### config.mk
export PLATFORM = sky130hd
export DESIGN_NAME = gemm_sched
export DESIGN_NICKNAME = d
export VERILOG_FILES = /design/src/logic/gemm_sched_pkg.sv /design/src/logic/bank_arbiter.sv /design/src/logic/bank_fifo.sv /design/src/logic/gemm_sched.sv /design/src/logic/psum_feeder.sv /design/src/logic/weight_input_feeder.sv
export VERILOG_INCLUDE_DIRS = /design/src /design/src/logic
export SDC_FILE = /design/constraint.sdc
export NUM_CORES = 2
export LEC_CHECK = 0
export BUFFER_PORTS_ARGS = -buffer_cell sky130_fd_sc_hd__buf_2
export CORE_MARGIN = 1
export CORE_UTILIZATION = 62
export DETAILED_ROUTE_END_ITERATION = 10
export PLACE_DENSITY = 0.84
export REMOVE_ABC_BUFFERS = 1
export SLEW_MARGIN = 20
export SYNTH_ARGS = -nofsm -noshare
export SYNTH_HDL_FRONTEND = slang
export SYNTH_SLANG_ARGS = --single-unit
### constraint.sdc
create_clock -name CLK -period 7.2 [get_ports CLK]
set_input_delay 0.72 -clock CLK [delete_from_list [all_inputs] [get_ports CLK]]
set_output_delay 0.72 -clock CLK [all_outputs]
set_load 0.01 [all_outputs]
### src/logic/gemm_sched_params.svh
`ifndef GEMM_SCHED_PARAMS_SVH
`define GEMM_SCHED_PARAMS_SVH

// ----------------------------------------
// scheduler sizing
// ----------------------------------------

// bank FIFOs feeding the array
`define GS_BANKS 4

// rows per burst, one row per cycle
`define GS_ROWS 4

// row payload and tag widths
`define GS_DATA_W 64
`define GS_TAG_W 2

// entries per bank FIFO, power of two
`define GS_FIFO_DEPTH 8

`endif

### src/logic/gemm_sched_pkg.sv
`include "gemm_sched_params.svh"

package gemm_sched_pkg;

    // ----------------------------------------
    // entry format
    // ----------------------------------------

    // tag carried with every row in a bank
    typedef enum logic [`GS_TAG_W-1:0] {
        TAG_NONE   = 2'd0,
        TAG_INPUT  = 2'd1,
        TAG_WEIGHT = 2'd2,
        TAG_PSUM   = 2'd3
    } entry_tag_e;

    // one stored row, tag on top of the data
    typedef struct packed {
        entry_tag_e             tag;
        logic [`GS_DATA_W-1:0]  data;
    } bank_entry_t;

    // ----------------------------------------
    // array side
    // ----------------------------------------

    // one row towards the array
    // data and row only mean something while enable is high
    typedef struct packed {
        logic                          enable;
        logic [$clog2(`GS_ROWS)-1:0]   row;
        logic [`GS_DATA_W-1:0]         data;
    } row_beat_t;

    // burst sequencer states
    typedef enum logic {
        ARB_CHECK = 1'b0,
        ARB_BURST = 1'b1
    } arb_state_e;

endpackage

### src/logic/bank_arbiter.sv
`timescale 1ns/1ps
`include "gemm_sched_params.svh"

module bank_arbiter (
    input  logic                           CLK,
    input  logic                           nRST,
    input  logic [`GS_BANKS-1:0]           eligible,
    output logic [$clog2(`GS_BANKS)-1:0]   grant,
    output logic [$clog2(`GS_ROWS)-1:0]    row,
    output logic                           busy,
    output logic                           last,
    output logic [`GS_BANKS-1:0]           bank_rd
);

    localparam int BANK_W = $clog2(`GS_BANKS);
    localparam int ROW_W = $clog2(`GS_ROWS);

    gemm_sched_pkg::arb_state_e state;
    gemm_sched_pkg::arb_state_e next_state;

    // bank under test in check, bank being drained in burst
    logic [BANK_W-1:0] ptr;
    logic [BANK_W-1:0] next_ptr;

    // row of the current burst
    logic [ROW_W-1:0] row_q;
    logic [ROW_W-1:0] next_row;

    // ----------------------------------------
    // state registers
    // ----------------------------------------

    always_ff @(posedge CLK, negedge nRST) begin
        if (!nRST) begin
            state <= gemm_sched_pkg::ARB_CHECK;
            ptr <= '0;
            row_q <= '0;
        end
        else begin
            state <= next_state;
            ptr <= next_ptr;
            row_q <= next_row;
        end
    end

    // ----------------------------------------
    // next state
    // ----------------------------------------

    always_comb begin
        next_state = state;
        next_ptr = ptr;
        next_row = row_q;
        case (state)
            gemm_sched_pkg::ARB_CHECK: begin
                // one bank per cycle, round robin
                next_row = '0;
                if (eligible[ptr]) begin
                    next_state = gemm_sched_pkg::ARB_BURST;
                end
                else begin
                    next_ptr = ptr + 1'b1;
                end
            end
            gemm_sched_pkg::ARB_BURST: begin
                next_row = row_q + 1'b1;
                // after the last row resume checking at the following bank
                if (last) begin
                    next_state = gemm_sched_pkg::ARB_CHECK;
                    next_ptr = ptr + 1'b1;
                end
            end
        endcase
    end

    // ----------------------------------------
    // outputs
    // ----------------------------------------

    assign busy = (state == gemm_sched_pkg::ARB_BURST);
    assign last = busy && (row_q == ROW_W'(`GS_ROWS - 1));
    assign grant = ptr;
    assign row = row_q;

    // one pop per burst cycle from the granted bank
    assign bank_rd = busy ? (`GS_BANKS'(1) << ptr) : '0;

    // a burst is exactly GS_ROWS cycles, then at least one check
    a_burst_len: assert property (@(posedge CLK) disable iff (!nRST)
        $rose(busy) |-> busy [*`GS_ROWS] ##1 !busy);

    a_rd_onehot: assert property (@(posedge CLK) disable iff (!nRST) $onehot0(bank_rd));

endmodule

### src/logic/bank_fifo.sv
`timescale 1ns/1ps
`include "gemm_sched_params.svh"

module bank_fifo (
    input  logic                                   CLK,
    input  logic                                   nRST,
    input  logic                                   push,
    input  gemm_sched_pkg::bank_entry_t            entry,
    input  logic                                   pop,
    output gemm_sched_pkg::bank_entry_t            head,
    output logic [$clog2(`GS_FIFO_DEPTH + 1)-1:0]  count,
    output logic                                   empty,
    output logic                                   full
);

    localparam int PTR_W = $clog2(`GS_FIFO_DEPTH);
    localparam int CNT_W = $clog2(`GS_FIFO_DEPTH + 1);

    gemm_sched_pkg::bank_entry_t mem [`GS_FIFO_DEPTH];
    logic [PTR_W-1:0] wr_ptr;
    logic [PTR_W-1:0] rd_ptr;
    logic do_push;
    logic do_pop;

    // pushes at full and pops at empty are dropped here
    assign do_push = push && !full;
    assign do_pop = pop && !empty;

    assign empty = (count == '0);
    assign full = (count == CNT_W'(`GS_FIFO_DEPTH));

    // show-ahead, head is the oldest entry whenever not empty
    assign head = mem[rd_ptr];

    // storage only
    always_ff @(posedge CLK) begin
        if (do_push) begin
            mem[wr_ptr] <= entry;
        end
    end

    // pointers wrap naturally, depth is a power of two
    always_ff @(posedge CLK, negedge nRST) begin
        if (!nRST) begin
            wr_ptr <= '0;
            rd_ptr <= '0;
            count <= '0;
        end
        else begin
            if (do_push) begin
                wr_ptr <= wr_ptr + 1'b1;
            end
            if (do_pop) begin
                rd_ptr <= rd_ptr + 1'b1;
            end
            case ({do_push, do_pop})
                2'b10: count <= count + 1'b1;
                2'b01: count <= count - 1'b1;
                default: count <= count;
            endcase
        end
    end

    // ----------------------------------------
    // checks
    // ----------------------------------------

    // feeders only burst from a bank holding a full burst
    a_no_pop_empty: assert property (@(posedge CLK) disable iff (!nRST) pop |-> !empty);

    a_count_bound: assert property (@(posedge CLK) disable iff (!nRST)
        count <= CNT_W'(`GS_FIFO_DEPTH));

endmodule

### src/logic/gemm_sched.sv
`timescale 1ns/1ps
`include "gemm_sched_params.svh"

module gemm_sched (
    input  logic                           CLK,
    input  logic                           nRST,
    // host push port
    input  logic                           push,
    input  logic [$clog2(`GS_BANKS)-1:0]   push_bank,
    input  gemm_sched_pkg::bank_entry_t    push_entry,
    output logic [`GS_BANKS-1:0]           full,
    // array side
    input  logic                           drained,
    input  logic                           new_weight,
    output gemm_sched_pkg::row_beat_t      wi_beat,
    output gemm_sched_pkg::row_beat_t      ps_beat,
    output logic                           wi_mode_weight
);

    localparam int BANK_W = $clog2(`GS_BANKS);
    localparam int CNT_W = $clog2(`GS_FIFO_DEPTH + 1);

    gemm_sched_pkg::bank_entry_t fifo_head [`GS_BANKS];
    gemm_sched_pkg::bank_entry_t heads [`GS_BANKS];
    logic [CNT_W-1:0] counts [`GS_BANKS];
    logic [`GS_BANKS-1:0] empty;
    logic [`GS_BANKS-1:0] pop;

    // per feeder read vectors and busy banks
    logic [`GS_BANKS-1:0] ps_rd;
    logic [`GS_BANKS-1:0] wi_rd;
    logic [`GS_BANKS-1:0] ps_busy;
    logic [`GS_BANKS-1:0] wi_busy;
    logic weight_pending;

    // ----------------------------------------
    // bank FIFOs
    // ----------------------------------------

    for (genvar g = 0; g < `GS_BANKS; g++) begin : g_bank
        bank_fifo fifo_i (
            .CLK   (CLK),
            .nRST  (nRST),
            .push  (push && (push_bank == BANK_W'(g))),
            .entry (push_entry),
            .pop   (pop[g]),
            .head  (fifo_head[g]),
            .count (counts[g]),
            .empty (empty[g]),
            .full  (full[g])
        );

        // an empty bank shows TAG_NONE instead of stale storage
        assign heads[g] = empty[g] ? '0 : fifo_head[g];
    end

    // ----------------------------------------
    // feeders
    // ----------------------------------------

    psum_feeder ps_i (
        .CLK            (CLK),
        .nRST           (nRST),
        .heads          (heads),
        .counts         (counts),
        .other_busy     (wi_busy),
        .weight_pending (weight_pending),
        .beat           (ps_beat),
        .bank_rd        (ps_rd),
        .busy_mask      (ps_busy)
    );

    weight_input_feeder wi_i (
        .CLK            (CLK),
        .nRST           (nRST),
        .heads          (heads),
        .counts         (counts),
        .other_busy     (ps_busy),
        .drained        (drained),
        .new_weight     (new_weight),
        .beat           (wi_beat),
        .mode_weight    (wi_mode_weight),
        .weight_pending (weight_pending),
        .bank_rd        (wi_rd),
        .busy_mask      (wi_busy)
    );

    // masking keeps the two vectors disjoint, so a plain OR is safe
    assign pop = ps_rd | wi_rd;

    a_rd_disjoint: assert property (@(posedge CLK) disable iff (!nRST) (ps_rd & wi_rd) == '0);

endmodule

### src/logic/psum_feeder.sv
`timescale 1ns/1ps
`include "gemm_sched_params.svh"

module psum_feeder (
    input  logic                                   CLK,
    input  logic                                   nRST,
    input  gemm_sched_pkg::bank_entry_t            heads [`GS_BANKS],
    input  logic [$clog2(`GS_FIFO_DEPTH + 1)-1:0]  counts [`GS_BANKS],
    input  logic [`GS_BANKS-1:0]                   other_busy,
    input  logic                                   weight_pending,
    output gemm_sched_pkg::row_beat_t              beat,
    output logic [`GS_BANKS-1:0]                   bank_rd,
    output logic [`GS_BANKS-1:0]                   busy_mask
);

    localparam int CNT_W = $clog2(`GS_FIFO_DEPTH + 1);

    logic [`GS_BANKS-1:0] eligible;
    logic [$clog2(`GS_BANKS)-1:0] grant;
    logic [$clog2(`GS_ROWS)-1:0] row;
    logic busy;

    // ----------------------------------------
    // eligibility
    // ----------------------------------------

    // psum head, a whole burst stored, bank free, no weight load pending
    always_comb begin
        for (int b = 0; b < `GS_BANKS; b++) begin
            eligible[b] = (heads[b].tag == gemm_sched_pkg::TAG_PSUM)
                && (counts[b] >= CNT_W'(`GS_ROWS))
                && !other_busy[b]
                && !weight_pending;
        end
    end

    bank_arbiter arb_i (
        .CLK      (CLK),
        .nRST     (nRST),
        .eligible (eligible),
        .grant    (grant),
        .row      (row),
        .busy     (busy),
        .last     (),
        .bank_rd  (bank_rd)
    );

    // ----------------------------------------
    // beat
    // ----------------------------------------

    // head is show-ahead so the popped row is on the bus this cycle
    assign beat.enable = busy;
    assign beat.row = row;
    assign beat.data = heads[grant].data;

    assign busy_mask = bank_rd;

endmodule

### src/logic/weight_input_feeder.sv
`timescale 1ns/1ps
`include "gemm_sched_params.svh"

module weight_input_feeder (
    input  logic                                   CLK,
    input  logic                                   nRST,
    input  gemm_sched_pkg::bank_entry_t            heads [`GS_BANKS],
    input  logic [$clog2(`GS_FIFO_DEPTH + 1)-1:0]  counts [`GS_BANKS],
    input  logic [`GS_BANKS-1:0]                   other_busy,
    input  logic                                   drained,
    input  logic                                   new_weight,
    output gemm_sched_pkg::row_beat_t              beat,
    output logic                                   mode_weight,
    output logic                                   weight_pending,
    output logic [`GS_BANKS-1:0]                   bank_rd,
    output logic [`GS_BANKS-1:0]                   busy_mask
);

    localparam int CNT_W = $clog2(`GS_FIFO_DEPTH + 1);

    logic [`GS_BANKS-1:0] eligible;
    logic [$clog2(`GS_BANKS)-1:0] grant;
    logic [$clog2(`GS_ROWS)-1:0] row;
    logic busy;
    logic last;
    logic start;

    // 1 while a weight load is still owed to the array
    logic weight_status;

    // mode of the burst in flight, taken at burst start
    logic mode_q;

    // ----------------------------------------
    // weight status and burst mode
    // ----------------------------------------

    // arbiter leaves check on this edge
    assign start = !busy && eligible[grant];

    always_ff @(posedge CLK, negedge nRST) begin
        if (!nRST) begin
            weight_status <= 1'b1;
            mode_q <= 1'b1;
        end
        else begin
            // new_weight wins over the end of a weight burst
            if (new_weight) begin
                weight_status <= 1'b1;
            end
            else if (last && mode_q) begin
                weight_status <= 1'b0;
            end
            if (start) begin
                mode_q <= weight_status;
            end
        end
    end

    // ----------------------------------------
    // eligibility
    // ----------------------------------------

    // weight rows need a drained array, input rows only need the tag
    always_comb begin
        for (int b = 0; b < `GS_BANKS; b++) begin
            eligible[b] = (weight_status
                    ? ((heads[b].tag == gemm_sched_pkg::TAG_WEIGHT) && drained)
                    : (heads[b].tag == gemm_sched_pkg::TAG_INPUT))
                && (counts[b] >= CNT_W'(`GS_ROWS))
                && !other_busy[b];
        end
    end

    bank_arbiter arb_i (
        .CLK      (CLK),
        .nRST     (nRST),
        .eligible (eligible),
        .grant    (grant),
        .row      (row),
        .busy     (busy),
        .last     (last),
        .bank_rd  (bank_rd)
    );

    // ----------------------------------------
    // beat
    // ----------------------------------------

    assign beat.enable = busy;
    assign beat.row = row;
    assign beat.data = heads[grant].data;

    // latched mode inside a burst, live flag between bursts
    assign mode_weight = busy ? mode_q : weight_status;
    assign weight_pending = weight_status;

    assign busy_mask = bank_rd;

endmodule

==> metrics.txt <==
vias in the first global route=between 40000 and 50000; core area=137000 um2; RSZ-0062 raised after global routing=false; crit path DAT=roughly 4.3 ns; gpl congestion=0.789; gate count of the mapped netlist=3835; final hold slack=0.0776 ns; Clock Power Share=26.7%; Setup crit start kind=flip-flop; Critical Path Sink Type=output pin; Post-synth top flop=edfxtp_1; Routed Antenna Nets=0; clk sinks=2164; Port Buf Inserts=211; final worst setup slack=approximately 2.2 ns; Initial Util=62.5%; largest net degree at the start of global routing=83; DIE WIDTH=374 um; total track usage=around a third; r2r startpoint=g_bank[3].fifo_i.rd_ptr[2]; Worst VDD drop=~0.00041 V; Worst Skew=0.0388 ns; cts hold-fix bufs=1; Hold Path Depth=2; Rows=136; die height=374 um; CTS max path bufs=3; Final Hold Viols=0; sequential share of the synthesized area=about three quarters; # IOs=212; Die ar.=140000 um2; worst slack at placement=~3 ns; Clk pin slew, worst setup/hold paths=approximately 0.06 ns; Static Leak=~31 nW; Logic pwr share=34.2%; Synth Warn #=0; commonest non-fill, non-tap cell in the layout=edfxtp_1; Tmin final=5.00 ns; HPWL Detailed=between 100 and 150 mm; Setup Crit Path Kind=flip-flop to output pin; total wire length=242 mm; placed insts=approximately 5700; First-pass DRT Iterations=5; outcome=finished, final reports clean; global-route wire length before repair=345 mm; Hold Path End=wi_i.weight_pending; cts repair resizes=0; R2R Path End=wi_i.mode_q; Power per Cell Area=417 nW/um2; clk root buf=clkbuf_16; Syn-to-layout area delta=11.7%; Worst-Margin Slew=1.24 ns; ys async rst share=under 10%; Max Clk Rate=200 MHz; Req. time, crit path=between 6 and 7 ns; fin. max-slew vios=0; R2R cell count=8; antenna violations before repair=6; syn avg cell area=22.4 um2; Pint=26.3 mW; slew margin rel.=between 10% and 20%; layout cells sized above 1=30.5%; Crit Path Max Fanout=52; Post-CTS Setup Inserts=0; Netlist cell types=46; total of max-cap violations=0; Remaining DRCs=0; Hold Crit Start=new_weight; Final #Nets=4229; Layout Cells excl Fill=6090; Post-synth EDFFs=approximately 2100; sequential share of power=approximately 40%; Inserted Clock Buffers=201; final setup fails=0; routed length per instance=39.8 um; Yosys reg bits=2164; commonest cells after routing, fill and taps aside=edfxtp_1, mux4_2, mux2i_1; final worst-path cycle share=a little over two thirds; NetSw=around 14 mW; Initial DRC Count=around 7600; total grt overflow=0; synthesized area=85900 um2; worst skew pair latency=0.85 ns; worst reg2reg setup slack=3.04 ns; Switching Share=34.1%; via-per-instance ratio=roughly 7.5; min-delay worst type=input port to flip-flop; Vias=45400; H-Tree Level Count=4; CTS tree=done
[cell usage after synthesis, types with 4 or more instances]
library cell  count  share of area (%)
a21oi_1           8              0.047
inv_1            20              0.087
nor2_1          291                1.3
nand2_1          41               0.18
a21o_1            5              0.044
mux2_2           15               0.20
nor4_1            5              0.036
buf_1            64               0.28
nand3_1           4              0.023
ha_1             30               0.44
xnor2_1          19               0.19
fa_1              4              0.093
o21ai_0          12              0.070
xor2_1           14               0.14
nor3_1           13              0.076
buf_2            45               0.26
mux2i_1         270                3.1
buf_4             7              0.061
nor4b_1           4              0.041
clkbuf_1        100               0.44
nand2b_1         15               0.11
mux4_2          652                 17
edfxtp_1       2112                 74
dfrtp_1          50                1.5
[flip-flops by register name, summed over array words and instances (netlist names)]
signal                count
wi_i.arb_i.row            2
g_bank.fifo_i.mem      2112
ps_i.arb_i.busy           1
wi_i.arb_i.busy           1
wi_i.arb_i.grant          2
ps_i.arb_i.row            2
wi_i.weight_pending       1
g_bank.fifo_i.rd_ptr     12
g_bank.fifo_i.count      16
wi_i.mode_q               1
ps_i.arb_i.grant          2
g_bank.fifo_i.wr_ptr     12
[power groups by stage]
stage | clock (mW) | combinational, mW | sequential (mW)
after CTS | 10.7 | 13.4 | 15.7
after detailed placement | 0 | 12.7 | 15.9
final | 10.7 | 13.7 | 15.6
after global routing | 11.1 | 14.1 | 15.7
after floorplan | 0 | 8.75 | 16.3
after global placement | 0 | 12.3 | 15.8
[worst max-delay path, stage by stage, from the launching register on]
cell     delay, ns
dfrtp_4       1.01
buf_4         0.79
mux4_2        0.43
mux2i_1       0.22
nor2_1        0.11
mux4_2        0.61
buf_2         0.19
[through the flow]
stage,utilization [%],setup TNS (ns),area [um2],power (mW)
after floorplan,-,-16.80,85000,25.1
final,69.8,0,95900,40.0
after detailed placement,65.0,0,89400,28.6
after CTS,69.7,0,95800,39.7
after global placement,65.0,0,89300,28.1
after global routing,69.7,0,95900,40.9
[layer usage]
metal / up-vias / part of all wire, % / track usage (%)
li1: 16600 / - / -
met1: 23300 / 32 / 46.1
met2: 4697 / 48 / 54.8
met3: 851 / 15 / 11.0
met4: 10 / 4.8 / 15.5
met5: - / 0.028 / 0
[worst max-delay path by stage]
| stage | startpoint | to | slack [ns] | depth (start not counted) |
|---|---|---|---|---|
| finish | g_bank[3].fifo_i.rd_ptr[1] | wi_beat[10] | 2.20 | 6 |
| global placement | push_bank[0] | g_bank[0].fifo_i.mem[4][48] | 3.13 | 6 |
| global route | g_bank[2].fifo_i.rd_ptr[0] | ps_beat[60] | 2.07 | 6 |
| detailed placement | push_bank[0] | g_bank[0].fifo_i.mem[4][51] | 3.07 | 6 |
| CTS | g_bank[0].fifo_i.rd_ptr[0] | wi_beat[37] | 2.04 | 6 |
| floorplan | g_bank[1].fifo_i.rd_ptr[0] | ps_beat[0] | -0.13 | 4 |
[layout make-up]
cell class | instances | area (um2)
multi-input combinational | 1432 | 20400
fill | 7200 | 41600
antenna | 4 | 10.0
tap | 1794 | 2240
clock buffer | 263 | 5340
inverter | 21 | 88.8
timing repair buffer | 302 | 1980
sequential | 2164 | 64800
clock inverter | 110 | 1050
[kinds of logic after synthesis]
family | after synthesis | synth area share (%)
and+or+nand+nor | 387 | 1.85
AOI/OAI and AO/OA | 38 | 0.293
buffers and inverters | 239 | 1.16
muxes | 940 | 20.5
DFF | 2164 | 75.4
adders and majority gates | 34 | 0.530
xor gates and xnor gates | 33 | 0.336
Note: power is estimated with default switching activity, not from simulation.
